## src/design/mipsPkg.sv

```systemverilog
package mipsPkg;

    //////////////////////////////
    // Widths and depths
    //////////////////////////////
    localparam int DATA_WIDTH     = 32;
    localparam int REG_ADDR_WIDTH = 5;
    localparam int IMEM_DEPTH     = 64;
    localparam int DMEM_DEPTH     = 64;
    localparam int MEM_ADDR_WIDTH = 6;

    //////////////////////////////
    // Opcodes
    //////////////////////////////
    localparam logic [5:0] OP_RTYPE = 6'b000000;
    localparam logic [5:0] OP_LW    = 6'b100011;
    localparam logic [5:0] OP_SW    = 6'b101011;
    localparam logic [5:0] OP_BEQ   = 6'b000100;

    // R-type function field
    localparam logic [5:0] FUNCT_ADD = 6'b100000;
    localparam logic [5:0] FUNCT_SUB = 6'b100010;
    localparam logic [5:0] FUNCT_AND = 6'b100100;
    localparam logic [5:0] FUNCT_OR  = 6'b100101;
    localparam logic [5:0] FUNCT_SLT = 6'b101010;

    //////////////////////////////
    // ALU operation classes
    //////////////////////////////
    // Address arithmetic for LW and SW
    localparam logic [1:0] ALUOP_ADD   = 2'b00;
    // Compare for BEQ
    localparam logic [1:0] ALUOP_SUB   = 2'b01;
    localparam logic [1:0] ALUOP_FUNCT = 2'b10;
    localparam logic [1:0] ALUOP_NONE  = 2'b11;

endpackage

```

## src/design/mainControl.sv

```systemverilog
`timescale 1ns/1ns

module mainControl
(
    input  logic [5:0] i_opcode,

    output logic       o_regDst,
    output logic       o_branch,
    output logic       o_memRead,
    output logic       o_memToReg,
    output logic [1:0] o_aluOp,
    output logic       o_memWrite,
    output logic       o_aluSrc,
    output logic       o_regWrite
);

    always_comb
    begin
        // Unknown opcodes fall out as a no-op
        o_regDst   = 1'b0;
        o_branch   = 1'b0;
        o_memRead  = 1'b0;
        o_memToReg = 1'b0;
        o_aluOp    = mipsPkg::ALUOP_NONE;
        o_memWrite = 1'b0;
        o_aluSrc   = 1'b0;
        o_regWrite = 1'b0;

        case (i_opcode)
            mipsPkg::OP_RTYPE:
            begin
                o_regDst   = 1'b1;
                o_aluOp    = mipsPkg::ALUOP_FUNCT;
                o_regWrite = 1'b1;
            end

            mipsPkg::OP_LW:
            begin
                o_memRead  = 1'b1;
                o_memToReg = 1'b1;
                o_aluOp    = mipsPkg::ALUOP_ADD;
                o_aluSrc   = 1'b1;
                o_regWrite = 1'b1;
            end

            mipsPkg::OP_SW:
            begin
                o_aluOp    = mipsPkg::ALUOP_ADD;
                o_memWrite = 1'b1;
                o_aluSrc   = 1'b1;
            end

            // Subtract so that equal operands raise zero
            mipsPkg::OP_BEQ:
            begin
                o_branch   = 1'b1;
                o_aluOp    = mipsPkg::ALUOP_SUB;
            end

            default:
            begin
                o_aluOp    = mipsPkg::ALUOP_NONE;
            end
        endcase
    end

endmodule

```

## config.mk

```make
export PLATFORM = sky130hd
export DESIGN_NAME = mainControl
export DESIGN_NICKNAME = d
export VERILOG_FILES = /design/src/design/mipsPkg.sv /design/src/design/mainControl.sv
export SDC_FILE = /design/constraint.sdc
export NUM_CORES = 1
export LEC_CHECK = 0
export BUFFER_PORTS_ARGS = -buffer_cell sky130_fd_sc_hd__buf_4
export CAP_MARGIN = 30
export CORE_AREA = 5 5 42 44
export DETAILED_ROUTE_END_ITERATION = 6
export DIE_AREA = 0 0 47 49
export PLACE_DENSITY = 0.3
export SYNTH_ARGS = -nofsm -noshare
export SYNTH_HDL_FRONTEND = slang
export SYNTH_SLANG_ARGS = --single-unit
```

## constraint.sdc

```tcl
create_clock -name vclk -period 4.92
set_clock_uncertainty 0.15 [all_clocks]
set_input_delay 1.23 -clock vclk [all_inputs]
set_output_delay 1.23 -clock vclk [all_outputs]
set_load 0.01 [all_outputs]
```

=== Word level (Yosys, flattened, before mapping) ===
Index checks and enable logic that the tools add are counted.

* Equal/unequal tests: 3
* Multiplexer cells: 7
* Reductions and logical operators: 3

{| class="wikitable"
|+ Operators by type and width
! kind !! number
|-
| == test 6 bit, second input constant || 2
|-
| == test 6 x 3 -> 1 bit, second input constant || 1
|-
| zero test 6 bit || 1
|-
| two-way mux 1 bit || 6
|-
| case mux 2 bit (3 select lines) || 1
|-
| OR reduction 2 bit || 2
|}

* Register bits after elaboration: 0
* Input port bits: 6
* Output and inout port bits: 9
* Word-level logic and storage cells: 13

=== Depth between registers and ports, before layout ===
* Depth after elaboration: 3
* Mapped depth: 4

=== Least setup slack after synthesis ===
No wires, ideal clock.

* Path kind: in2out
* Start: input port i_opcode[0]
* End: output port o_regWrite
* Arrival time: 2181 ps
* Slack: 1359 ps
* Cell stages on the path: 2
* Path buffers: 0
* Cell sequence: or3_1 -> a2111oi_1

* Cells in the longest elaborated chain, start to end: 3
* Elaborated cells on any way between the ends: 4
* Those cells by class: 1 x eq/ne; 1 x mux; 2 x reduce/logical

{| class="wikitable"
|+ Ends and longest elaborated chain
! what !! line !! RTL
|-
| from (decl) || mainControl.sv:5 || <nowiki>input logic [5:0] i_opcode,</nowiki>
|-
| == test 6 bit / zero test 6 bit (equally long branches) || mainControl.sv:29 || <nowiki>case (i_opcode)</nowiki>
|-
| OR reduction 2 bit (no line) (*) || n/a ||
|-
| two-way mux 1 bit (*) || mainControl.sv:29 ||
|-
| to (decl) || mainControl.sv:14 || <nowiki>output logic o_regWrite</nowiki>
|}

Every way passes the cells marked *; elsewhere a longest branch is shown, timed or not.

=== Worst setup path after layout ===
Same ends and word-level chain as after synthesis.

==> impl_metrics.yaml <==
timing:
  fin_ws_ns: 1.18
  slew_viol_final: 0
  tns_ns: 0
  hold_viol: 0
  fin_crit_ns: 3.74
  grt_setup_unrepaired: "false"
  fmax_ghz: 0.268
  period_share_pct: 75.9
  maxSlewHeadroom_pct: 73.1
  worstMarginPinSlew_ns: 0.403
  setup-violations-final: 0
critical_path:
  required_ns: 3.54
  endpoint_kind: "output pin"
  path_common_cell: "buf_4"
  arrival_ns: 2.36
  cp_cell_sequence: "buf_4 -> or3_1 -> a2111oi_1 -> buf_4"
  crit_fanout: 4
  start_kind: "primary input"
  max_stage_delay_ns: 0.44
  crit_type: "primary input to output pin"
  crit_start: "i_opcode[0]"
  cp_slowest_cell: "a2111oi_1"
global_route:
  grt_pass1_vias: 150
  grt_overflow: 0
  grtUsageTotal_pct: 4.14
  antenna_found_initial: 0
  grt_pass1_wl_um: 752
  grt_start_max_net_pins: 6
cells_and_area:
  seq_area_um2: 0
  finish.cell_count_without_fillers: 43
  utilization_pct: 16.6
  drive_gt1_share_pct: 66.7
  area_growth_pct: 116
  numSequentialCells: 0
  nets: 35
  clkbuf_count: 0
  antenna_cells: 0
  layout_commonest_cell: "buf_4"
pwr:
  p_leak_nw: 0.0999
  ir_drop_uv: 18.8
  power.total_mw: 0.0113
  power.density_nw_per_um2: 48.7
clock_tree:
  cts_hold_buf: 0
  cts_setup_buffers: 0
  cts_resized: 0
detailed_routing:
  ant_nets: 0
  vias: 152
  route.detailed.drc: 0
  drtIter0Drc: 0
  route.met3.wl_um: 95
  wl_met1_um: 282
  met2_length_um: 119
  finalWirelength_um: 497
  vias_per_cell: 3.53
  dr.pass1.iters: 1
  wire_per_inst_um: 11.6
  dr.max_layer_used: "met3"
floorplanning:
  die_h_um: 49
  pin_count: 15
  core_um2: 1400
  die_area_um2: 2300
  initial_core_util_pct: 7.68
  core.rowCount: 14
  die_w_um: 47
logic_synthesis:
  synth_nets: 19
  syn_inst: 13
  ys_seq_area_share_pct: 0
  yosysUniqueCellTypes: 13
  yosys_warnings: 0
  synth_area_um2: 108
  synth.avg_cell_area_um2: 8.28
placed_design:
  port_buffers: 15
  gp_congestion: 0.721
  dp.cells: 43
  dpl.hpwl_um: 458
  place_ws_ns: 1.17
hold_path:
  hold_depth: 3
  min_path_type: "primary input to output pin"
  hold_path.startpoint: "i_opcode[3]"
outcome:
  status: "finished clean"
job:
  cap_violations: 0
==> per-layer routing <==
metal,track usage [%],up-vias
li1,-,80
met5,0,-
met1,7.17,57
met4,0,0
met3,1.85,0
met2,4.75,15
==> path summary, 6_finish.rpt <==
path                          to  slack (ns)
worst min-delay path  o_regWrite        2.60
worst max-delay path  o_regWrite        1.18
==> critical path, delay by kind of cell <==
| family | cells | cell delay [ns] |
|---|---|---|
| compound gates | 1 | 0.44 |
| simple gates | 1 | 0.37 |
| buf+inv | 2 | 0.32 |
==> logic make-up (layout without fill, tap and decap cells) <==
logic type / after synthesis / count (layout) / share of synthesized area [%]
compound gates: 2 / 2 / 17.4
simple gates: 10 / 10 / 75.6
buf+inv: 1 / 15 / 6.98
==> final cells by class <==
type                            instances  area (µm²)
Timing Repair Buffer                   15         113
Multi-Input combinational cell         12         100
Fill cell                             167        1170
Tap cell                               16        20.0
==> cells in the mapped netlist <==
library cell / n / share of area, %
or4_4: 1 / 10
nor4b_2: 1 / 14
nand3_1: 1 / 4.6
nor2b_1: 1 / 5.8
a211o_1: 1 / 8.1
a2111oi_1: 1 / 9.3
nor3_1: 1 / 4.6
buf_4: 1 / 7.0
nor2_1: 1 / 3.5
or3_1: 1 / 5.8
nor3b_4: 1 / 17
nand2_1: 1 / 3.5
and2_1: 1 / 5.8
==> metrics by stage <==
stage                     hold slack [ns]  instance area [µm²]
after global placement               2.60                  233
after detailed placement             2.60                  233
final                                2.60                  233
after CTS                            2.60                  233
after global routing                 2.61                  233
after floorplan                      2.34                  108
==> power by group <==
part | switching, mW | total [mW] | internal, mW
clock | 0 | 0 | 0
combinational | 0.00518 | 0.0113 | 0.00615
sequential | 0 | 0 | 0
(Power assumes the default switching activity.)
