<file path="config.mk">
export PLATFORM = sky130hd
export DESIGN_NAME = registerFile
export DESIGN_NICKNAME = d
export VERILOG_FILES = /design/src/design/mipsPkg.sv /design/src/design/registerFile.sv
export SDC_FILE = /design/constraint.sdc
export NUM_CORES = 2
export LEC_CHECK = 0
export BUFFER_PORTS_ARGS = -buffer_cell sky130_fd_sc_hd__buf_2
export CAP_MARGIN = 20
export CELL_PAD_IN_SITES_DETAIL_PLACEMENT = 0
export CELL_PAD_IN_SITES_GLOBAL_PLACEMENT = 1
export CORE_UTILIZATION = 53
export CTS_BUF_LIST = sky130_fd_sc_hd__clkbuf_16
export DETAILED_ROUTE_END_ITERATION = 16
export GPL_TIMING_DRIVEN = 0
export PLACE_DENSITY_LB_ADDON = 0.05
export SLEW_MARGIN = 20
export SYNTH_ARGS = -nofsm -noshare
export SYNTH_HDL_FRONTEND = slang
export SYNTH_SLANG_ARGS = --single-unit
</file>
<file path="constraint.sdc">
create_clock -name i_clock -period 3.7 [get_ports i_clock]
set_clock_uncertainty 0.1 [all_clocks]
set_input_delay 0.74 -clock i_clock [delete_from_list [all_inputs] [get_ports i_clock]]
set_output_delay 0.74 -clock i_clock [all_outputs]
set_load 0.02 [all_outputs]
</file>
<file path="src/design/mipsPkg.sv">
package mipsPkg;

    //////////////////////////////
    // Widths and depths
    //////////////////////////////
    localparam int DATA_WIDTH     = 32;
    localparam int REG_ADDR_WIDTH = 5;
    localparam int IMEM_DEPTH     = 64;
    localparam int DMEM_DEPTH     = 64;
    localparam int MEM_ADDR_WIDTH = 6;

    //////////////////////////////
    // Opcodes
    //////////////////////////////
    localparam logic [5:0] OP_RTYPE = 6'b000000;
    localparam logic [5:0] OP_LW    = 6'b100011;
    localparam logic [5:0] OP_SW    = 6'b101011;
    localparam logic [5:0] OP_BEQ   = 6'b000100;

    // R-type function field
    localparam logic [5:0] FUNCT_ADD = 6'b100000;
    localparam logic [5:0] FUNCT_SUB = 6'b100010;
    localparam logic [5:0] FUNCT_AND = 6'b100100;
    localparam logic [5:0] FUNCT_OR  = 6'b100101;
    localparam logic [5:0] FUNCT_SLT = 6'b101010;

    //////////////////////////////
    // ALU operation classes
    //////////////////////////////
    // Address arithmetic for LW and SW
    localparam logic [1:0] ALUOP_ADD   = 2'b00;
    // Compare for BEQ
    localparam logic [1:0] ALUOP_SUB   = 2'b01;
    localparam logic [1:0] ALUOP_FUNCT = 2'b10;
    localparam logic [1:0] ALUOP_NONE  = 2'b11;

endpackage

</file>
<file path="src/design/registerFile.sv">
`timescale 1ns/1ns

module registerFile
(
    input  logic                               i_clock,
    input  logic                               i_reset,
    input  logic [mipsPkg::REG_ADDR_WIDTH-1:0] i_readAddrA,
    input  logic [mipsPkg::REG_ADDR_WIDTH-1:0] i_readAddrB,
    input  logic [mipsPkg::REG_ADDR_WIDTH-1:0] i_rtAddr,
    input  logic [mipsPkg::REG_ADDR_WIDTH-1:0] i_rdAddr,
    input  logic                               i_regDst,
    input  logic                               i_regWrite,
    input  logic                               i_memRead,
    input  logic                               i_memToReg,
    input  logic [mipsPkg::DATA_WIDTH-1:0]     i_aluResult,
    input  logic [mipsPkg::DATA_WIDTH-1:0]     i_memData,

    output logic [mipsPkg::DATA_WIDTH-1:0]     o_readDataA,
    output logic [mipsPkg::DATA_WIDTH-1:0]     o_readDataB,
    output logic                               o_writeEnable,
    output logic [mipsPkg::REG_ADDR_WIDTH-1:0] o_writeAddr,
    output logic [mipsPkg::DATA_WIDTH-1:0]     o_writeData
);

    localparam int NUM_REGS = 2 ** mipsPkg::REG_ADDR_WIDTH;

    logic [mipsPkg::DATA_WIDTH-1:0] regs [NUM_REGS];

    //////////////////////////////
    // Writeback selection
    //////////////////////////////
    // R-type writes rd, LW writes rt
    assign o_writeAddr   = i_regDst ? i_rdAddr : i_rtAddr;
    assign o_writeData   = (i_memToReg && i_memRead) ? i_memData : i_aluResult;
    // $zero never takes a write
    assign o_writeEnable = i_regWrite && !i_reset && (o_writeAddr != '0);

    always_ff @(posedge i_clock)
    begin
        if (i_reset)
        begin
            for (int i = 0; i < NUM_REGS; i++)
            begin
                regs[i] <= '0;
            end
        end
        else if (o_writeEnable)
        begin
            regs[o_writeAddr] <= o_writeData;
        end
    end

    // Reads are combinational
    assign o_readDataA = (i_readAddrA == '0) ? '0 : regs[i_readAddrA];
    assign o_readDataB = (i_readAddrB == '0) ? '0 : regs[i_readAddrB];

endmodule

</file>
== Yosys cells after proc, flatten, opt, wreduce, memory -nomap -nowiden ==
Memory sizes are Yosys's and may differ from the RTL's.
Cells that the tools add are included.

* Memory bits (writable): 1,024
* Flip-flop bits (word level): 0
* Memories kept: 1
* Output and inout port bits: 102

{| class="wikitable"
|+ Memory list
! name !! depth !! width !! rd ports !! clocked after Yosys merged registers in !! wr ports !! RTL line !! text
|-
| regs || 32 || 32 || 2 || 0 || 32 || registerFile.sv:27 || <nowiki>logic [mipsPkg::DATA_WIDTH-1:0] regs [NUM_REGS];</nowiki>
|}

* Multiplexer cells: 12
* Reduce and logical (&&, ||, !) cells: 8

{| class="wikitable"
|+ Operators by type and width
! operator !! number
|-
| $mux 32 || 4
|-
| $reduce_or 32->1 || 1
|-
| $logic_not 5->1 || 2
|-
| $mux 5 || 2
|-
| $mux 1 || 6
|-
| $reduce_bool 5->1 || 1
|-
| $logic_and 1x1->1 || 3
|-
| $logic_not 1->1 || 1
|}

== Longest topological paths before layout ==
* Depth after elaboration: 8
* Mapped depth: 10
* Mapped depth without buffers: 6

== Least setup slack after synthesis ==
OpenSTA, ideal clock, no wires.

* Path type: input-to-output
* Start point: input port i_readAddrA[1] (netlist bit)
* End point: output port o_readDataA[28] (netlist bit)
* Cell stages on the path: 9
* Data arrival time: 2.560 ns
* Path slack: 0.300 ns
* Required time: 2.860 ns
* Cell sequence: buf_2 > buf_6 > buf_4 > and2_1 > clkbuf_1 > clkbuf_1 > a22oi_1 > a21oi_1 > nor4_1

* Word-level cells in the longest chain between the ends: 2
* Elaborated cells on any way between the ends: 3
* Classes of those cells: 1 x mux; 1 x reduce/logical; 1 x memory

{| class="wikitable"
|+ RTL lines
! what !! RTL line !! text
|-
| start: declaration || registerFile.sv:7 || <nowiki>input logic [mipsPkg::REG_ADDR_WIDTH-1:0] i_readAddrA,</nowiki>
|-
| $mem_v2 32x32 / $logic_not 5->1 (equally long branches) || n/a ||
|-
| $mux 32 * || registerFile.sv:54 || <nowiki>assign o_readDataA = (i_readAddrA == '0) ? '0 : regs[i_readAddrA];</nowiki>
|-
| end: declaration || registerFile.sv:18 || <nowiki>output logic [mipsPkg::DATA_WIDTH-1:0] o_readDataA,</nowiki>
|}

Every way passes the cells marked *; elsewhere a longest branch is shown, timed or not.

== Worst setup path after layout ==
* Start point: input port i_readAddrB[1] (netlist bit)
* End point: output port o_readDataB[18] (netlist bit)

* Word-level cells in the longest chain between the ends: 2
* Elaborated cells on any way between the ends: 3
* Classes of those cells: 1 x mux; 1 x reduce/logical; 1 x memory

{| class="wikitable"
|+ RTL lines
! what !! RTL line !! text
|-
| start: declaration || registerFile.sv:8 || <nowiki>input logic [mipsPkg::REG_ADDR_WIDTH-1:0] i_readAddrB,</nowiki>
|-
| $mem_v2 32x32 / $logic_not 5->1 (equally long branches) || n/a ||
|-
| $mux 32 * || registerFile.sv:55 || <nowiki>assign o_readDataB = (i_readAddrB == '0) ? '0 : regs[i_readAddrB];</nowiki>
|-
| end: declaration || registerFile.sv:19 || <nowiki>output logic [mipsPkg::DATA_WIDTH-1:0] o_readDataB,</nowiki>
|}

Marks and branches as above.

==> metrics.csv <==
stage;metric;value;unit
logic_synthesis;Synth Warn #;0;
logic_synthesis;count leader, synth;nor2_1;
clock_tree;CTS sink count;1024;
place;DP Worst Slack;-1760;ps
logic_synthesis;synth top area cells;edfxtp_1, mux4_2, nor2_1, mux2i_1, clkbuf_1;
clock_tree;root buf cell;clkbuf_16;
logic_synthesis;Synth area leader;edfxtp_1;
timing;Tcrit/Tclk final;105;%
logic_synthesis;Synth Cell Area;52700;µm²
timing;setup slack after layout;-189;ps
worst_setup_path;WP data required;2860;ps
worst_setup_path;critical path startpoint;i_readAddrB[1];
worst_setup_path;CP dominant cell by count;buf_6;
worst_setup_path;Worst setup SP type;input pin;
grt;GR Util All Layers;44.1;%
floorplan;Die X;317;µm
pwr;worst vdd ir;0.000427;V
worst_setup_path;crit path DAT;3050;ps
logic_synthesis;Cell variety after synth;46;
finish;# nets final;4271;
grt;largest net degree at the start of global routing;33;
hold_path;hold_sp;i_memData[6];
logic_synthesis;async set-reset flop share out of synthesis;0;%
run;Max-cap violations;0;
place;Buffers on Ports;187;
logic_synthesis;Post-synth top flop;edfxtp_1;
drt;Post-route DRC;0;
finish;layout cells sized above 1;30.9;%
worst_setup_path;crit-path max cell delay;730;ps
worst_setup_path;CP top delay family;buffers and inverters;
timing;pins over their slew limit;0;
clock_tree;clock-pin slew on the worst setup and hold paths;60;ps
worst_setup_path;Worst Path Buf+Inv;4;
logic_synthesis;Post-synth EDFFs;1024;
floorplan;IO Count;192;
pwr;Power Total;29.7;mW
timing;# setup viols final;39;
floorplan;total die area;101000;µm²
drt;wire length per cell;40.1;µm
drt;Post-Route M1 WL;77500;µm
floorplan;row cnt;115;
finish;Biggest register;regs;
clock_tree;post-cts hold buffer count;0;
hold_path;Worst Hold Class;in -> reg;
clock_tree;H-tree Lvls;3;
worst_setup_path;critical path cell sequence;buf_2 -> buf_6 -> clkbuf_8 -> mux4_2 -> a2111oi_4 -> nor3_4 -> buf_6;
clock_tree;CTS tree;yes;
logic_synthesis;Post-synth top cells;nor2_1, edfxtp_1, mux4_2;
logic_synthesis;post-synthesis sequential area ratio;58.4;%
clock_tree;CTS max path bufs;3;
timing;Hold Vio Cnt, Final;0;
pwr;P_leak;23.1;nW
drt;vias per inst;7.09;
drt;WL final;223000;µm
finish;max reg flops;1024;
drt;Routed Antenna Nets;0;
drt;DR top layer;met5;
pwr;Power Density;468;nW/µm²
worst_setup_path;CP endpoint kind;output port;
finish;area grow syn2layout;20.6;%
drt;Iteration-0 DRC Markers;7157;
grt;gr ovfl total;0;
floorplan;initial core utilization;53.5;%
place;Placer Congestion;0.990;
worst_setup_path;crit path max-delay cell type;a2111oi_4;
logic_synthesis;Yosys top cell area share;58.4;%
drt;routed wl met3;36400;µm
place;HPWL after detailed placement;153000;µm
drt;number of iterations in the first detailed-routing pass;6;
logic_synthesis;synthesized instance count;3760;
timing;slew margin rel.;17.6;%
status;violated checks;negative setup slack;
timing;post-layout min period;3890;ps
grt;vias in the first global route;36900;
grt;initial antenna violation count;7;
worst_setup_path;Crit Path Category;in -> out;
grt;first-pass GRT wire length;297000;µm
finish;Top Registers;regs x1024;
status;status;complete, but fails checks;
timing;RSZ-0062 raised after global routing;true;
drt;routed wl met2;96900;µm
worst_setup_path;worst-path fanout max;10;
timing;fmax;257;MHz
floorplan;core area;98400;µm²
logic_synthesis;FF+latch count, synth;1024;
drt;Vias;39500;
clock_tree;CTS Buf Count;112;
floorplan;Chip Height;317;µm
logic_synthesis;syn_area_per_cell;14.0;µm²
timing;Worst-Margin Slew;1230;ps
-- cell usage in the layout (no fill, tap or decap), drive strengths merged, types with 2 or more instances in the layout --
master / instances
clkinv: 45
o22ai: 58
mux4: 407
o32ai: 2
a21oi: 34
clkinvlp: 16
buf: 390
mux2: 29
o21ai: 12
a21boi: 23
a22o: 47
nand2: 39
a2bb2oi: 3
nor2b: 31
a31oi: 3
bufbuf: 2
conb: 32
nand2b: 38
a211oi: 28
edfxtp: 1024
mux2i: 300
nand3: 14
and2: 4
nor3: 35
nor4: 25
diode: 3
o221ai: 5
a22oi: 71
clkbuf: 398
a221oi: 8
nor2: 1028
a2111oi: 47
inv: 62
bufinv: 6
-- stage by stage --
stage / area, µm² / std cells / utilization [%] / hold WS (ps) / TNS, ps
floorplan: 52800 / 3791 / - / 936 / 0
global placement: 55300 / 5265 / 56.2 / 1050 / -1151610
detailed placement: 55900 / 5282 / 56.8 / 1060 / -241480
CTS: 62500 / 5520 / 63.5 / 321 / -162
global route: 63500 / 5561 / 64.5 / 373 / -1090
finish: 63500 / 5563 / 64.6 / 345 / -1720
-- logic make-up after synthesis --
| kind of cell | after synthesis | synth area share [%] |
|---|---|---|
| simple gates | 1216 | 9.28 |
| flops | 1024 | 58.4 |
| buf+inv | 437 | 3.74 |
| mux | 736 | 23.7 |
| other cells | 1 | 0.00712 |
| compound gates | 346 | 4.89 |
-- power breakdown --
part / total [mW] / leakage [nW] / internal, mW / switching, mW
logic: 4.94 / 11.5 / 1.88 / 3.06
registers: 13.8 / 9.75 / 13.4 / 0.368
clock network: 11.0 / 1.77 / 6.11 / 4.91
total: 29.7 / 23.1 / 21.4 / 8.34
-- worst paths after layout --
check  slack [ps]               to  depth (start not counted)
max          -190  o_readDataB[18]                          7
min           340       regs[4][6]                          3
-- metal layers --
metal	global-route usage (%)	up-vias
met2	64.0	3629
met5	0	-
li1	-	15300
met1	58.4	20000
met3	16.8	599
met4	21.3	4
-- layout make-up --
type	count	area, µm²
clock buffer	117	2930
timing repair buffer	281	2260
fill	7439	34900
clock inverter	89	604
buffer	392	3210
sequential	1024	30700
inverter	40	154
antenna	3	7.51
tap	1287	1610
multi-input combinational	2330	22000
-- repair_timing --
action / in CTS / in global routing
gates resized for setup: 636 / 149
gates cloned: 5 / 3
pin swaps: 28 / 31
endpoints found under the setup margin: 91 / 75
setup buffers: 31 / 37
Note: power is estimated with default switching activity, not from simulation.
