$ cat src/design/mipsPkg.sv
package mipsPkg;

    //////////////////////////////
    // Widths and depths
    //////////////////////////////
    localparam int DATA_WIDTH     = 32;
    localparam int REG_ADDR_WIDTH = 5;
    localparam int IMEM_DEPTH     = 64;
    localparam int DMEM_DEPTH     = 64;
    localparam int MEM_ADDR_WIDTH = 6;

    //////////////////////////////
    // Opcodes
    //////////////////////////////
    localparam logic [5:0] OP_RTYPE = 6'b000000;
    localparam logic [5:0] OP_LW    = 6'b100011;
    localparam logic [5:0] OP_SW    = 6'b101011;
    localparam logic [5:0] OP_BEQ   = 6'b000100;

    // R-type function field
    localparam logic [5:0] FUNCT_ADD = 6'b100000;
    localparam logic [5:0] FUNCT_SUB = 6'b100010;
    localparam logic [5:0] FUNCT_AND = 6'b100100;
    localparam logic [5:0] FUNCT_OR  = 6'b100101;
    localparam logic [5:0] FUNCT_SLT = 6'b101010;

    //////////////////////////////
    // ALU operation classes
    //////////////////////////////
    // Address arithmetic for LW and SW
    localparam logic [1:0] ALUOP_ADD   = 2'b00;
    // Compare for BEQ
    localparam logic [1:0] ALUOP_SUB   = 2'b01;
    localparam logic [1:0] ALUOP_FUNCT = 2'b10;
    localparam logic [1:0] ALUOP_NONE  = 2'b11;

endpackage

$ cat src/design/instructionMemory.sv
`timescale 1ns/1ns

module instructionMemory
(
    input  logic                               i_clock,
    input  logic                               i_loadWrite,
    input  logic [mipsPkg::MEM_ADDR_WIDTH-1:0] i_loadAddress,
    input  logic [mipsPkg::DATA_WIDTH-1:0]     i_loadData,
    input  logic [mipsPkg::DATA_WIDTH-1:0]     i_pc,

    output logic [mipsPkg::DATA_WIDTH-1:0]     o_instruction
);

    logic [mipsPkg::DATA_WIDTH-1:0] mem [mipsPkg::IMEM_DEPTH];

    // Program is written only through the load port
    always_ff @(posedge i_clock)
    begin
        if (i_loadWrite)
        begin
            mem[i_loadAddress] <= i_loadData;
        end
    end

    assign o_instruction = mem[i_pc[mipsPkg::MEM_ADDR_WIDTH+1:2]];

endmodule

$ cat config.mk
export PLATFORM = sky130hd
export DESIGN_NAME = instructionMemory
export DESIGN_NICKNAME = d
export VERILOG_FILES = /design/src/design/mipsPkg.sv /design/src/design/instructionMemory.sv
export SDC_FILE = /design/constraint.sdc
export NUM_CORES = 2
export LEC_CHECK = 0
export BUFFER_PORTS_ARGS = -buffer_cell sky130_fd_sc_hd__buf_2
export CORE_MARGIN = 5
export CORE_UTILIZATION = 50
export CTS_BUF_LIST = sky130_fd_sc_hd__clkbuf_4
export CTS_CLUSTER_DIAMETER = 40
export DETAILED_ROUTE_END_ITERATION = 10
export PLACE_DENSITY = 0.75
export SETUP_SLACK_MARGIN = 0.02
export SYNTH_ARGS = -nofsm -noshare
export SYNTH_HDL_FRONTEND = slang
export SYNTH_SLANG_ARGS = --single-unit
$ cat constraint.sdc
create_clock -name i_clock -period 5.5 [get_ports i_clock]
set_input_delay 1.1 -clock i_clock [delete_from_list [all_inputs] [get_ports i_clock]]
set_output_delay 1.1 -clock i_clock [all_outputs]
set_load 0.01 [all_outputs]
* Yosys cells after proc, flatten, opt, wreduce, memory -nomap -nowiden *
Memories as Yosys holds them, arrays and structs flattened.
Cells that the tools add are included.

operators by class
  mux-type cells = 2

operators with widths
  kind              number
  1-bit 2-to-1 mux  2

storage, ports and cells
  memories = 1
  register bits after elaboration = 0
  output and inout bits = 32
  word-level logic and storage cells = 3
  input port bits = 72
  memory bits (writable) = 2048

memory list
  name  depth  width  rd ports  clocked after memory_dff  write ports  RTL line                 text
  mem   64     32     1         0                         1            instructionMemory.sv:14  logic [mipsPkg::DATA_WIDTH-1:0] mem [mipsPkg::IMEM_DEPTH];

* Depth between registers and ports, before layout *
  depth after elaboration = 2
  mapped depth = 10
  gate-level depth less buffers = 5

* Least setup slack after synthesis *
No wires, ideal clock.

  kind = input to register
  start point = input i_loadAddress[3] in the netlist's numbering
  end point = memory mem[48][0] in the netlist's numbering, enable pin
  arrival = 3799 ps
  slack = 1240 ps
  path buffers = 1
  required time = 5039 ps
  library setup time = 461 ps
  stages = 4
  path through = clkbuf_1 > nor2b_1 > nand4b_1 > nor3_1

RTL lines
  item             RTL line                 text
  start, declared  instructionMemory.sv:7   input logic [mipsPkg::MEM_ADDR_WIDTH-1:0] i_loadAddress,
  end, declared    instructionMemory.sv:14

Straight into the memory's write port.

* Worst setup path in the final report *
  start point = input i_pc[2] in the netlist's numbering
  end point = output o_instruction[10] in the netlist's numbering

between the ends
  longest elaborated chain between the ends = 1

RTL lines
  item                RTL line                 text
  start, declared     instructionMemory.sv:9   input logic [mipsPkg::DATA_WIDTH-1:0] i_pc,
  memory 64 x 32 bit  --
  end, declared       instructionMemory.sv:11  output logic [mipsPkg::DATA_WIDTH-1:0] o_instruction

No other way between the ends.

==> metrics.txt <==
# TYPE chip_impl_metric gauge
chip_impl_info{name="run_status",value="complete, no violations"} 1
chip_impl_metric{name="initial_core_util",unit=""} 0.5043
chip_impl_metric{name="die_y",unit="µm"} 404.7
chip_impl_metric{name="drt-wirelength-per-cell",unit="µm"} 30.27
chip_impl_metric{name="drt_first_pass_iters",unit=""} 7
chip_impl_metric{name="area_delta_synth_final",unit="%"} 13.24
chip_impl_metric{name="top_level_ports",unit=""} 104
chip_impl_info{name="critical_path.top_delay_family",value="compound AO/OA/AOI/OAI gates"} 1
chip_impl_info{name="min_path_type",value="in2reg"} 1
chip_impl_metric{name="row_count",unit=""} 144
chip_impl_metric{name="track_usage",unit=""} 0.2337
chip_impl_metric{name="final_min_period_over_clock_period",unit=""} 0.9158
chip_impl_metric{name="ir_worst_vdd",unit="mV"} 0.2853
chip_impl_metric{name="cp_data_required_time",unit="ps"} 4400
chip_impl_info{name="startpoint_types",value="input port"} 1
chip_impl_metric{name="antenna_found_initial",unit=""} 13
chip_impl_metric{name="post-route-min-period",unit="ps"} 5037
chip_impl_metric{name="max_stage_delay",unit="ps"} 550
chip_impl_metric{name="ys_warn_count",unit=""} 0
chip_impl_metric{name="seq_power_share",unit=""} 0.562
chip_impl_metric{name="worst_margin_slew",unit="ps"} 1299
chip_impl_metric{name="cts-htree-levels",unit=""} 5
chip_impl_metric{name="fmax",unit="MHz"} 198.5
chip_impl_metric{name="share_of_synthesized_registers_carrying_an_async_set_or_reset",unit=""} 0
chip_impl_metric{name="postCtsHoldBufs",unit=""} 0
chip_impl_metric{name="power.density",unit="nW/µm²"} 348.9
chip_impl_metric{name="arrival",unit="ps"} 3940
chip_impl_metric{name="timing.final.hold_violations",unit=""} 0
chip_impl_metric{name="clkPwrFrac",unit=""} 0.385
chip_impl_info{name="setup_repair_after_global_routing_missed_its_margin",value="no"} 1
chip_impl_metric{name="final-max-slew-violation-count",unit=""} 0
chip_impl_metric{name="final_cell_count_no_fill",unit=""} 6267
chip_impl_metric{name="final_antenna_net_count",unit=""} 0
chip_impl_info{name="tritoncts",value="yes"} 1
chip_impl_info{name="critical_path_class",value="in2out"} 1
chip_impl_info{name="synth_top_area_cell",value="sky130_fd_sc_hd__edfxtp_1"} 1
chip_impl_metric{name="vias_per_cell",unit=""} 6.219
chip_impl_info{name="cts-root-buf",value="sky130_fd_sc_hd__clkbuf_4"} 1
chip_impl_metric{name="drive_gt1_frac",unit=""} 0.3811
chip_impl_metric{name="die_area",unit="µm²"} 163700
chip_impl_metric{name="power_leakage",unit="µW"} 0.02805
chip_impl_metric{name="cts.path.max_buffers",unit=""} 4
chip_impl_metric{name="gr-total-overflow",unit=""} 0
chip_impl_metric{name="detailedPlacementHpwl",unit="mm"} 108.8
chip_impl_metric{name="power.internal",unit="µW"} 24030
chip_impl_metric{name="grt_pass1_wl",unit="mm"} 275.2
chip_impl_metric{name="power.share.combinational",unit=""} 0.053
chip_impl_metric{name="yosysSeqAreaShare",unit=""} 0.7897
chip_impl_metric{name="wirelength",unit="mm"} 189.7
chip_impl_metric{name="ys_types",unit=""} 33
chip_impl_info{name="synth_ff_type",value="sky130_fd_sc_hd__edfxtp_1"} 1
chip_impl_metric{name="yosysTopAreaCellShare",unit=""} 0.7897
chip_impl_metric{name="worst-path-max-fanout",unit=""} 33
chip_impl_metric{name="cts_repair_resize_count",unit=""} 0
chip_impl_metric{name="switching_power",unit="µW"} 6738
chip_impl_info{name="slowest_stage",value="sky130_fd_sc_hd__nand3b_1"} 1
chip_impl_metric{name="synth-edff-count",unit=""} 2048
chip_impl_metric{name="relSlewSlack",unit=""} 0.1341
chip_impl_metric{name="pin_count_of_the_biggest_net_entering_global_routing",unit=""} 65
chip_impl_metric{name="post-cts-setup-buffers",unit=""} 0
chip_impl_metric{name="synth_seq_cells",unit=""} 2048
chip_impl_metric{name="cp.buffers_inverters",unit=""} 3
chip_impl_metric{name="finalSetupTns",unit="ps"} 0
chip_impl_metric{name="cap_violations",unit=""} 0
chip_impl_metric{name="finish.net_count",unit=""} 3935
chip_impl_info{name="synth.area.top_cells",value="sky130_fd_sc_hd__edfxtp_1 (79%), sky130_fd_sc_hd__mux4_2 (16%), sky130_fd_sc_hd__mux2i_1 (1.2%)"} 1
chip_impl_metric{name="layout.filler_cells",unit=""} 10830
chip_impl_metric{name="placement.io_buffers",unit=""} 77
chip_impl_metric{name="drt_iter0_markers",unit=""} 5262
chip_impl_metric{name="die_x",unit="µm"} 404.7
chip_impl_metric{name="synthesis.area_per_instance",unit="µm²"} 23.66
chip_impl_metric{name="clkTransAtPathRegs",unit="ps"} 60
chip_impl_metric{name="routed-via-count",unit=""} 38980
chip_impl_metric{name="dpl_worst_slack",unit="ps"} 426.9
chip_impl_metric{name="design.core.area",unit="µm²"} 154400
chip_impl_metric{name="postSynthNetCount",unit=""} 3364
chip_impl_metric{name="post-route-drc-count",unit=""} 0
chip_impl_info{name="top_regs",value="mem: 2048 flops"} 1
chip_impl_metric{name="clock-sinks",unit=""} 2048
chip_impl_metric{name="gp_routability_congestion",unit=""} 0.8227
chip_impl_metric{name="netlist_instances",unit=""} 3292
chip_impl_info{name="critical-path-top-cell-by-count",value="sky130_fd_sc_hd__a21oi_1"} 1
chip_impl_metric{name="largest_reg_flops",unit=""} 2048
chip_impl_metric{name="timing.final.ws_setup",unit="ps"} 463.3
chip_impl_metric{name="dpl.cell_count",unit=""} 5420
chip_impl_metric{name="cts_made_buffers",unit=""} 485
chip_impl_metric{name="power.share.switching",unit=""} 0.2190
chip_impl_metric{name="report.power.total",unit="µW"} 30760
chip_impl_info{name="synth.cells.most_frequent",value="sky130_fd_sc_hd__edfxtp_1 (2,048), sky130_fd_sc_hd__mux4_2 (544), sky130_fd_sc_hd__nor2_1 (137), sky130_fd_sc_hd__mux2i_1 (93), sky130_fd_sc_hd__o22ai_1 (84)"} 1
chip_impl_info{name="top_register",value="mem"} 1
chip_impl_info{name="yosysMostFrequentCell",value="sky130_fd_sc_hd__edfxtp_1"} 1
chip_impl_metric{name="first_global_vias",unit=""} 40010
chip_impl_info{name="cp-end-kind",value="primary output"} 1
chip_impl_metric{name="setup_viol",unit=""} 0
chip_impl_info{name="worstPathCellList",value="buf_8, buf_12, nand3b_1, o221ai_1, a21oi_1, a21oi_1, nor2_1, buf_2"} 1
chip_impl_metric{name="netlist_area",unit="µm²"} 77870
chip_impl_metric{name="finalHoldWorstSlack",unit="ps"} 474.0
[stage by stage]
step	area, µm²	utilization
2_1_floorplan	77870	-
6_report	88190	0.5711
5_1_grt	88180	0.5711
3_3_place_gp	82190	0.5323
3_5_place_dp	82190	0.5323
4_1_cts	88160	0.5709
[power by group through the flow]
stage / Clock, µW / Combinational, µW / Sequential [µW]
global placement: 0 / 1590 / 17600
floorplan: 0 / 876 / 17600
detailed placement: 0 / 1620 / 17600
finish: 11800 / 1630 / 17300
global route: 12900 / 1720 / 17300
CTS: 12000 / 1630 / 17300
[layout make-up]
cell class                      count  area (µm²)  share of cell area
Tap cell                         2044        2557             0.02900
Sequential cell                  2048       61500              0.6974
Antenna cell                       11       27.53           0.0003121
Clock buffer                      699        5248             0.05951
Timing Repair Buffer              266        2162             0.02452
Clock inverter                    137       724.4            0.008215
Multi-Input combinational cell   1062       15970              0.1811
[logic make-up after synthesis]
group	after synthesis	synth area share
and+or+nand+nor	223	0.01276
AOI/OAI and AO/OA	202	0.01687
DFF	2048	0.7897
muxes	637	0.1693
buffers and inverters	182	0.01138
[worst paths after layout]
path	startpoint	endpoint	slack [ps]	cells past startpoint
max	i_pc[2]	o_instruction[10]	460	8
min	i_loadData[13]	mem[43][13]$_DFFE_PP_	470	2
[routing by layer]
| metal | vias to the layer above | GRT usage | routed length [µm] |
|---|---|---|---|
| li1 | 15670 | - | - |
| met1 | 20320 | 0.3365 | 71400 |
| met2 | 2634 | 0.3577 | 89430 |
| met3 | 340 | 0.06320 | 24550 |
| met4 | 6 | 0.06859 | 4299 |
| met5 | - | 0 | 35 |
[cell usage in the layout, fill, tap and decap left out, types with 7 or more instances in the layout]
cell type / instances
sky130_fd_sc_hd__edfxtp_1: 2048
sky130_fd_sc_hd__clkbuf_4: 699
sky130_fd_sc_hd__mux4_2: 544
sky130_fd_sc_hd__buf_4: 164
sky130_fd_sc_hd__clkinv_1: 110
sky130_fd_sc_hd__mux2i_1: 93
sky130_fd_sc_hd__o22ai_1: 84
sky130_fd_sc_hd__nor2_1: 75
sky130_fd_sc_hd__buf_2: 73
sky130_fd_sc_hd__a21oi_1: 62
sky130_fd_sc_hd__nor2_4: 62
sky130_fd_sc_hd__o221ai_1: 27
sky130_fd_sc_hd__nand2_1: 26
sky130_fd_sc_hd__buf_12: 26
sky130_fd_sc_hd__nor2b_1: 15
sky130_fd_sc_hd__clkinv_2: 14
sky130_fd_sc_hd__a22oi_1: 12
sky130_fd_sc_hd__diode_2: 11
sky130_fd_sc_hd__a311oi_1: 8
sky130_fd_sc_hd__nand2b_1: 7
sky130_fd_sc_hd__bufinv_16: 7
Power figures use the tool's default switching activity.
