<file path="src/design/mipsPkg.sv">
package mipsPkg;

    //////////////////////////////
    // Widths and depths
    //////////////////////////////
    localparam int DATA_WIDTH     = 32;
    localparam int REG_ADDR_WIDTH = 5;
    localparam int IMEM_DEPTH     = 64;
    localparam int DMEM_DEPTH     = 64;
    localparam int MEM_ADDR_WIDTH = 6;

    //////////////////////////////
    // Opcodes
    //////////////////////////////
    localparam logic [5:0] OP_RTYPE = 6'b000000;
    localparam logic [5:0] OP_LW    = 6'b100011;
    localparam logic [5:0] OP_SW    = 6'b101011;
    localparam logic [5:0] OP_BEQ   = 6'b000100;

    // R-type function field
    localparam logic [5:0] FUNCT_ADD = 6'b100000;
    localparam logic [5:0] FUNCT_SUB = 6'b100010;
    localparam logic [5:0] FUNCT_AND = 6'b100100;
    localparam logic [5:0] FUNCT_OR  = 6'b100101;
    localparam logic [5:0] FUNCT_SLT = 6'b101010;

    //////////////////////////////
    // ALU operation classes
    //////////////////////////////
    // Address arithmetic for LW and SW
    localparam logic [1:0] ALUOP_ADD   = 2'b00;
    // Compare for BEQ
    localparam logic [1:0] ALUOP_SUB   = 2'b01;
    localparam logic [1:0] ALUOP_FUNCT = 2'b10;
    localparam logic [1:0] ALUOP_NONE  = 2'b11;

endpackage

</file>
<file path="src/design/fetchUnit.sv">
`timescale 1ns/1ns

module fetchUnit
(
    input  logic                           i_clock,
    input  logic                           i_reset,
    input  logic                           i_branch,
    input  logic                           i_zero,
    input  logic [15:0]                    i_immediate,

    output logic [mipsPkg::DATA_WIDTH-1:0] o_pc
);

    logic [mipsPkg::DATA_WIDTH-1:0] pcPlus4;
    logic [mipsPkg::DATA_WIDTH-1:0] branchOffset;
    logic [mipsPkg::DATA_WIDTH-1:0] nextPc;

    assign pcPlus4      = o_pc + 32'd4;
    // Word offset turned into bytes
    assign branchOffset = {{(mipsPkg::DATA_WIDTH - 18){i_immediate[15]}}, i_immediate, 2'b00};
    assign nextPc       = (i_branch && i_zero) ? pcPlus4 + branchOffset : pcPlus4;

    always_ff @(posedge i_clock)
    begin
        if (i_reset)
        begin
            o_pc <= '0;
        end
        else
        begin
            o_pc <= nextPc;
        end
    end

endmodule

</file>
<file path="config.mk">
export PLATFORM = sky130hd
export DESIGN_NAME = fetchUnit
export DESIGN_NICKNAME = d
export VERILOG_FILES = /design/src/design/mipsPkg.sv /design/src/design/fetchUnit.sv
export SDC_FILE = /design/constraint.sdc
export NUM_CORES = 1
export LEC_CHECK = 0
export ABC_AREA = 1
export BUFFER_PORTS_ARGS = -buffer_cell sky130_fd_sc_hd__buf_2
export CAP_MARGIN = 20
export CORE_MARGIN = 10
export CORE_UTILIZATION = 34
export CTS_CLUSTER_SIZE = 40
export DETAILED_ROUTE_END_ITERATION = 16
export PLACE_DENSITY = 0.56
export SETUP_SLACK_MARGIN = 0.1
export SLEW_MARGIN = 10
export SYNTH_ARGS = -nofsm -noshare
export SYNTH_HDL_FRONTEND = slang
export SYNTH_SLANG_ARGS = --single-unit
</file>
<file path="constraint.sdc">
create_clock -name i_clock -period 2.7 [get_ports i_clock]
set_input_delay 0.54 -clock i_clock [delete_from_list [all_inputs] [get_ports i_clock]]
set_output_delay 0.54 -clock i_clock [all_outputs]
set_load 0.05 [all_outputs]
</file>
======== Word-level counts from Yosys, hierarchy flattened ========
Index checks and enable logic that the tools add are counted.
word-level totals
  bits in latches ......................... 0
  memory bits (read-only) ................. 0
  logic and storage cells ................. 5
  register bits ........................... 32
  bits in writable memories ............... 0
  input port bits ......................... 20
  memories kept ........................... 0
cells by class
  equal/unequal tests ..................... 0
  $mul .................................... 0
  reductions and logical operators ........ 1
  shifts and indexed selects .............. 0
  add/sub/neg operators ................... 2
  div/mod/pow operators ................... 0
  bitwise logic cells ..................... 0
  muxes and demuxes ....................... 1
  $lt $le $gt $ge ......................... 0
operator list
  kind                     count
  $add A32 B3 Y32 const B  1
  $add A32 B32 Y32         1
  $mux W32                 1
  $logic_and A1 B1 Y1      1

======== Logic depth before layout (Yosys ltp) ========
Gate-level depths: netlist (run 1).
  depth in word-level cells ............... 3
  depth in mapped cells ................... 21
  depth with buffers taken out ............ 21

======== Worst setup path after synthesis (run 1) ========
No wires, ideal clock.
  path kind ............................... reg2reg
  start ................................... register o_pc[3] (netlist bit)
  end ..................................... register o_pc[31] (netlist bit)
  stages on the path, launching flop included .. 21
  clock period less this slack ............ 3.009 ns
  setup slack ............................. -0.309 ns
  data required time ...................... 2.633 ns
  arrival time ............................ 2.942 ns
  library setup time ...................... 0.067 ns
  cell sequence ........................... dfxtp_1 > ha_1 > nand3_1 > inv_1 > nand2_2 > nor2_4 > nand2_2 > nor2_2 > xor2_1 > inv_1 > ha_1 > nand2_1 > inv_1 > nand3_1 > nor3b_1 > nand2_1 > nand3_1 > nand2_1 > nand2_1 > nand2_1 > a21oi_2
on the way
  cells in the longest elaborated chain, start to end .. 3
ends and longest elaborated chain
  what                      line             source
  start: declaration        fetchUnit.sv:11  output logic [mipsPkg::DATA_WIDTH-1:0] o_pc
  start signal: assignment  fetchUnit.sv:31  o_pc <= nextPc;
  $add A32 B3 Y32 *         fetchUnit.sv:18  assign pcPlus4 = o_pc + 32'd4;
  $add A32 B32 Y32          fetchUnit.sv:21  assign nextPc = (i_branch && i_zero) ? pcPlus4 + branchOffset : pcPlus4;
  $mux W32 *                fetchUnit.sv:21
Every way passes the cells marked *; elsewhere a longest branch is shown, timed or not.
A chain may end at the register's enable or synchronous reset.

======== Worst setup path after layout (run 1) ========
  start ................................... register o_pc[2] (netlist bit)
  end ..................................... register o_pc[29] (netlist bit)
Same word-level chain as after synthesis.

==> impl_results.md, run 1 <==
- Status: finished, violations left
- Failing checks: negative setup slack
- CTS H-tree depth: 2
- Hold_sp: i_reset
- Fin Clk Skew: 0.0142 ns
- DRT Pass-1 Iters: 5
- DP Wirelength: 11200 um
- Overflow after GRT: 0
- Most used DFF post-synth: dfxtp_1
- Final worst-path cycle share: 102%
- Final setup margin: -0.0468 ns
- Worst slew pin tran: 0.905 ns
- Via count: 4748
- Gate Count Post-Synth: 634
- Placement Cell Area: 4960 sq um
- Max reg flops: 30
- Mapped Area: 3790 sq um
- Combinational power share: 58.2%
- GPL Wtd Cong: 0.910
- Synth cell types: 38
- Internal: 0.00121 W
- Max VDD drop: 0.000171 V
- Starting Density: 34.9%
- Number of port buffers: 49
- Commonest non-fill, non-tap cell in the layout: nand2_1
- Yosys warning count: 0
- Worst skew pair latency: 0.29 ns
- CTS tree: built
- Cts bufs inserted: 5
- I/O pins: 52
- Ratio of cells with drive above 1 in the final layout: 51.1%
- Most used cells in the layout excluding fill and tap cells: nand2_1, buf_4, inv_1
- Max cap viols: 0
- Clock sink count: 30
- Biggest register: o_pc
- CP max FO: 7
- Row count: 38
- Vias in the first global route: 4596
- Area grow syn2layout: 66.3%
- Sequential power share: 24.1%
- Peak Freq: 364 MHz
- Area leader, netlist: nand2_1
- ANT cells: 0
- Crit path from: o_pc[2]
- Vias per inst: 5.05
- Largest regs: o_pc: 30 flops
- Switching power: 0.000982 W
- Initial DRC count: 326
- Sw Share: 44.7%
- Worst path arrival time: 2.93 ns
- Post-Place Setup Slack: -0.150 ns
- Final #Nets: 857
- CP Class: reg2reg
- GRT Util Overall: 17.1%
- Core Box Area: 10900 sq um
- Kind of end point of the critical path: register
- Final core occ: 58.0%
- Root buf cell: clkbuf_8
- Mapped Avg Cell Area: 5.99 sq um
- Routed WL: 14900 um
- Type of the worst min-delay path: in2reg
- Number of synthesized flops with an enable pin: 0
- Synth Register Bits: 30
- Die width: 126 um
- Leakage: 3.08 nW
- DIE AREA: 15800 sq um
- Initial antenna violation count: 0
- Unrepaired setup endpoints after global routing: true
- Synth top area share: 17.5%
- Max transition margin: 39.6%
- Minimum clock period: 2.75 ns
- Wire per inst: 15.9 um
- Dominant cells by area after synthesis: nand2_1, dfxtp_1, ha_1
- Pwr dens: 348 nW/um^2
- Slew Viols, Final: 0
- Global-route wire length before repair: 22700 um
- Clk pwr share: 17.7%
- Setup TNS: -0.114 ns
- Setup violators final: 5
- CP required: 2.88 ns
- FF-to-FF Start: o_pc[2]
- Clock buffer depth: 2
- Routed Antenna Nets: 0
- Asr flop ratio synth: 0%
- Crit start category: register
- Final count of hold timing violations: 0
- Largest net degree at the start of global routing: 30
- Die height: 126 um
- Drc violations: 0
- Finished layout cell area: 6310 sq um
- Clock slew at reported path FFs: 0.07 ns
- Sequential element share of the synthesized area: 15.8%
==> logic make-up after synthesis <==
logic type | Yosys count | synth area share [%]
and+or+nand+nor | 363 | 43.4
buffers and inverters | 89 | 9.20
AOI/OAI and AO/OA | 85 | 12.3
adders and majority gates | 38 | 12.7
DFF | 30 | 15.8
xor gates and xnor gates | 28 | 6.46
other | 1 | 0.0988
==> stage by stage <==
stage                     cells  hold slack, ns  power, W
after floorplan             635           0.556   0.00113
after global placement      910           0.563   0.00147
after detailed placement    910           0.563   0.00148
after CTS                   934           0.660   0.00205
after global routing        940           0.709   0.00232
final                       940           0.691   0.00219
==> routing by layer <==
layer,wire (um),track usage (%),share of wire (%)
met4,234,5.08,1.6
met3,837,2.68,5.6
met1,6780,22.8,45
met2,7090,27.7,47
met5,0,0,0
==> power groups by stage <==
stage | combinational (W) | sequential (W) | clock, W
after floorplan | 0.000473 | 0.000659 | 0
after global placement | 0.000941 | 0.000531 | 0
after detailed placement | 0.000949 | 0.000533 | 0
after CTS | 0.00113 | 0.000526 | 0.000394
after global routing | 0.00137 | 0.000535 | 0.000410
final | 0.00128 | 0.000530 | 0.000388
==> timing repair <==
action | 4_1_cts | 5_1_grt
gates resized for setup | 141 | 92
setup endpoints to repair | 20 | 23
buffers inserted | 16 | 6
hold buffers | 0 | 0
pin swaps | 51 | 48
==> worst max-delay path, stage by stage (launching register included) <==
cell     delay, ns
dfxtp_4       0.39
ha_4          0.16
nand3_4       0.06
inv_2         0.06
nand2_2       0.06
nor2_4        0.16
nand2_4       0.09
xor2_2        0.19
ha_2          0.40
a21oi_4       0.18
nor2_1        0.06
nor2_1        0.16
nand2_2       0.09
a21oi_2       0.20
nand2_1       0.08
nand2_1       0.06
nand3_1       0.09
nand2_1       0.08
nor2_1        0.05
==> cell type report <==
class / instances / area (sq um)
fillers: 976 / 4580
multi-input cells: 516 / 3930
repair buffers: 167 / 1160
flip-flops and latches: 30 / 649
inverters: 79 / 303
well taps: 140 / 175
clock buffers: 7 / 86.3
clock inverters: 1 / 5.00
==> path summary, 6_finish.rpt <==
| kind | to | slack [ns] | cells after the start |
|---|---|---|---|
| max | o_pc[29] | -0.05 | 18 |
| min reg2reg | o_pc[2] | 0.69 | 3 |
| max reg2reg | o_pc[29] | -0.05 | 18 |
| min | o_pc[31] | 0.69 | 3 |
==> Yosys cell counts (4+ instances only) <==
cell and instances:
nand2_1 177, inv_1 77, nand3_1 60, nor2_1 59, a21oi_1 56, ha_1 37
dfxtp_1 30, xor2_1 22, o21ai_0 14, nor3_1 12, nand4_1 9, or2_2 9
nand2_2 8, a21o_1 6, nor2_2 6, o21bai_1 6, xnor2_1 6, and2_1 5
nor2_4 5, clkbuf_1 4, nand3b_1 4
Note: power is estimated with default switching activity, not from simulation.
==> run 2, diff against run 1 <==
CORE_UTILIZATION = 50   (was 34)
GPL_TIMING_DRIVEN = 0   (was unset)
PLACE_DENSITY = 0.76   (was 0.56)
==> run 2 against run 1 <==
Net effect:
- the flow still finishes with violations (negative setup slack)
- setup slack worse by 0.33 ns
- count of clock-buffer cells in the layout down 1
- global-route usage increased by 5.7 points
- sequential share of layout area increased by 0.86 points
- die area decreased by 27%
- core utilization rose by 22 points
- sequential cell count is the same
- largest power group unchanged
==> impl_results.md, run 2 (synthesized netlist as in run 1, its figures left out) <==
- Cell Chain, Critical Path: buf_4 -> nand2_1 -> nor2_2 -> nand2_1 -> nor2_4 -> xor2_2 -> ha_2 -> a21oi_2 -> o21ai_1 -> a21oi_2 -> nor2_1 -> nor2_2 -> nand2_1 -> nand2_1 -> nand3_1 -> nand2_1 -> inv_1 (was ha_4 -> nand3_4 -> inv_2 -> nand2_2 -> nor2_4 -> nand2_4 -> xor2_2 -> ha_2 -> a21oi_4 -> nor2_1 -> nor2_1 -> nand2_2 -> a21oi_2 -> nand2_1 -> nand2_1 -> nand3_1 -> nand2_1 -> nor2_1)
- Kind of end point of the critical path: register (unchanged)
- CTS H-tree depth: 2 (unchanged)
- Clock sink count: 30 (unchanged)
- Post-Place Setup Slack: -0.289 ns (was -0.150 ns)
- Setup TNS: -3.77 ns (was -0.114 ns)
- Finished layout cell area: 5890 sq um (was 6310 sq um)
- Slew Viols, Final: 0 (unchanged)
- Max reg flops: 30 (unchanged)
- Root buf cell: clkbuf_8 (unchanged)
- Core Box Area: 7330 sq um (was 10900 sq um)
- DIE AREA: 11500 sq um (was 15800 sq um)
- Final #Nets: 794 (was 857)
- Initial DRC count: 781 (was 326)
- GPL Wtd Cong: 1.03 (was 0.910)
- Row count: 31 (was 38)
- Cts bufs inserted: 5 (unchanged)
- CP Class: reg2reg (unchanged)
- CP max FO: 6 (was 7)
- Final core occ: 80.4% (was 58.0%)
- Drc violations: 0 (unchanged)
- Peak Freq: 325 MHz (was 364 MHz)
- Fin Clk Skew: 0.00630 ns (was 0.0142 ns)
- Worst slew pin tran: 0.811 ns (was 0.905 ns)
- Clock buffer depth: 2 (unchanged)
- Worst path most repeated cell: nand2_1
- Wire per inst: 21.1 um (was 15.9 um)
- Vias per inst: 6.24 (was 5.05)
- Starting Density: 51.8% (was 34.9%)
- Slowest stage cell, crit path: ha_2 (unchanged)
- CTS tree: built (unchanged)
- Worst path arrival time: 3.26 ns (was 2.93 ns)
- Initial antenna violation count: 0 (unchanged)
- Final worst-path cycle share: 114% (was 102%)
- Commonest non-fill, non-tap cell in the layout: nand2_1 (unchanged)
- Max VDD drop: 0.000170 V (was 0.000171 V)
- Pwr dens: 364 nW/um^2 (was 348 nW/um^2)
- Routed WL: 17600 um (was 14900 um)
- Die height: 107 um (was 126 um)
- Crit start category: register (unchanged)
- DRT Pass-1 Iters: 6 (was 5)
- Final setup margin: -0.377 ns (was -0.0468 ns)
- Via count: 5216 (was 4748)
- Failing checks: negative setup slack (unchanged)
- Largest regs: o_pc: 30 flops (unchanged)
- Area grow syn2layout: 55.3% (was 66.3%)
- Status: finished, violations left (unchanged)
- I/O pins: 52 (unchanged)
- Clock slew at reported path FFs: 0.07 ns (about the same)
- Die width: 107 um (was 126 um)
- Leakage: 2.81 nW (was 3.08 nW)
- Type of the worst min-delay path: in2reg (unchanged)
- Vias in the first global route: 4488 (was 4596)
- Hold_buf cts: 0 (unchanged)
- ANT cells: 0 (unchanged)
- Minimum clock period: 3.08 ns (was 2.75 ns)
- Max transition margin: 45.9% (was 39.6%)
- Max cap viols: 0 (unchanged)
- Overflow after GRT: 0 (unchanged)
- GRT Util Overall: 22.8% (was 17.1%)
- DP Wirelength: 9810 um (was 11200 um)
- CP required: 2.88 ns (about the same)
- Largest net degree at the start of global routing: 22 (was 30)
- Unrepaired setup endpoints after global routing: true (unchanged)
- Max incr delay on CP: 0.38 ns (was 0.40 ns)
- Setup violators final: 18 (was 5)
- Biggest register: o_pc (unchanged)
- Number of port buffers: 49 (unchanged)
- Routed Antenna Nets: 0 (unchanged)
- Global-route wire length before repair: 21500 um (was 22700 um)
- Worst skew pair latency: 0.28 ns (was 0.29 ns)
- Ratio of cells with drive above 1 in the final layout: 47.8% (was 51.1%)
- Most used cells in the layout excluding fill and tap cells: nand2_1, inv_1, buf_2 (was nand2_1, buf_4, inv_1)
- Final count of hold timing violations: 0 (unchanged)
- Placement Cell Area: 4240 sq um (was 4960 sq um)
==> run 2: cell count changes in the layout (fill, tap and decap cells not counted), sizes merged <==
cell    before  now
clkinv       2    3
buf        167  100
clkbuf       7   10
==> run 2: cell type report <==
type | count | area (sq um)
Fill cell | 427 | 1440
Inverter | 79 | 305
Buffer | 10 | 51.3
Timing Repair Buffer | 94 | 622
Sequential cell | 30 | 657
Multi-Input combinational cell | 516 | 4050
Tap cell | 99 | 124
Clock buffer | 6 | 72.6
Clock inverter | 2 | 10.0
==> run 2: timing repair <==
action | in CTS | in global routing
pin swaps | 34 | 75
resized for setup | 100 | 165
setup endpoints to repair | 19 | 22
setup buffers | 19 | 26
==> run 2: report_power, final <==
group	leakage [nW]	total [W]	internal, W	switching (W)
clock	0.0450	0.000353	0.000178	0.000174
combinational	2.50	0.00124	0.000456	0.000787
sequential	0.258	0.000549	0.000482	0.0000670
==> run 2: routing by layer <==
metal  vias to the layer above  track usage, %  part of all wire, %
met2                       442            38.2                   46
li1                       2238               -                    -
met5                         -               0                    0
met3                       139            3.05                   10
met4                         0            8.70                  6.9
met1                      2397            28.8                   37
==> run 2: worst max-delay path: cells and delay by family, from the launching register on <==
family                     cells  cell delay [ns]
and+or+nand+nor               10             1.24
AOI/OAI and AO/OA              3             0.62
adders and majority gates      1             0.38
DFF                            1             0.36
xor gates and xnor gates       1             0.21
buffers and inverters          2             0.16
==> run 2: worst paths after layout <==
check                   to  slack, ns      from  cells after the start
setup reg to reg  o_pc[28]      -0.38  o_pc[10]                     17
hold reg to reg    o_pc[2]       0.61   o_pc[2]                      2
hold / removal    o_pc[21]       0.57   i_reset                      4
setup / recovery  o_pc[28]      -0.38  o_pc[10]                     17
==> run 2: per-stage QoR <==
stage / hold slack (ns) / total power (W) / cells
after floorplan: 0.556 / 0.00113 / 635
after global placement: 0.464 / 0.00131 / 783
after detailed placement: 0.470 / 0.00133 / 783
after CTS: 0.549 / 0.00181 / 810
after global routing: 0.594 / 0.00222 / 836
final: 0.571 / 0.00215 / 836
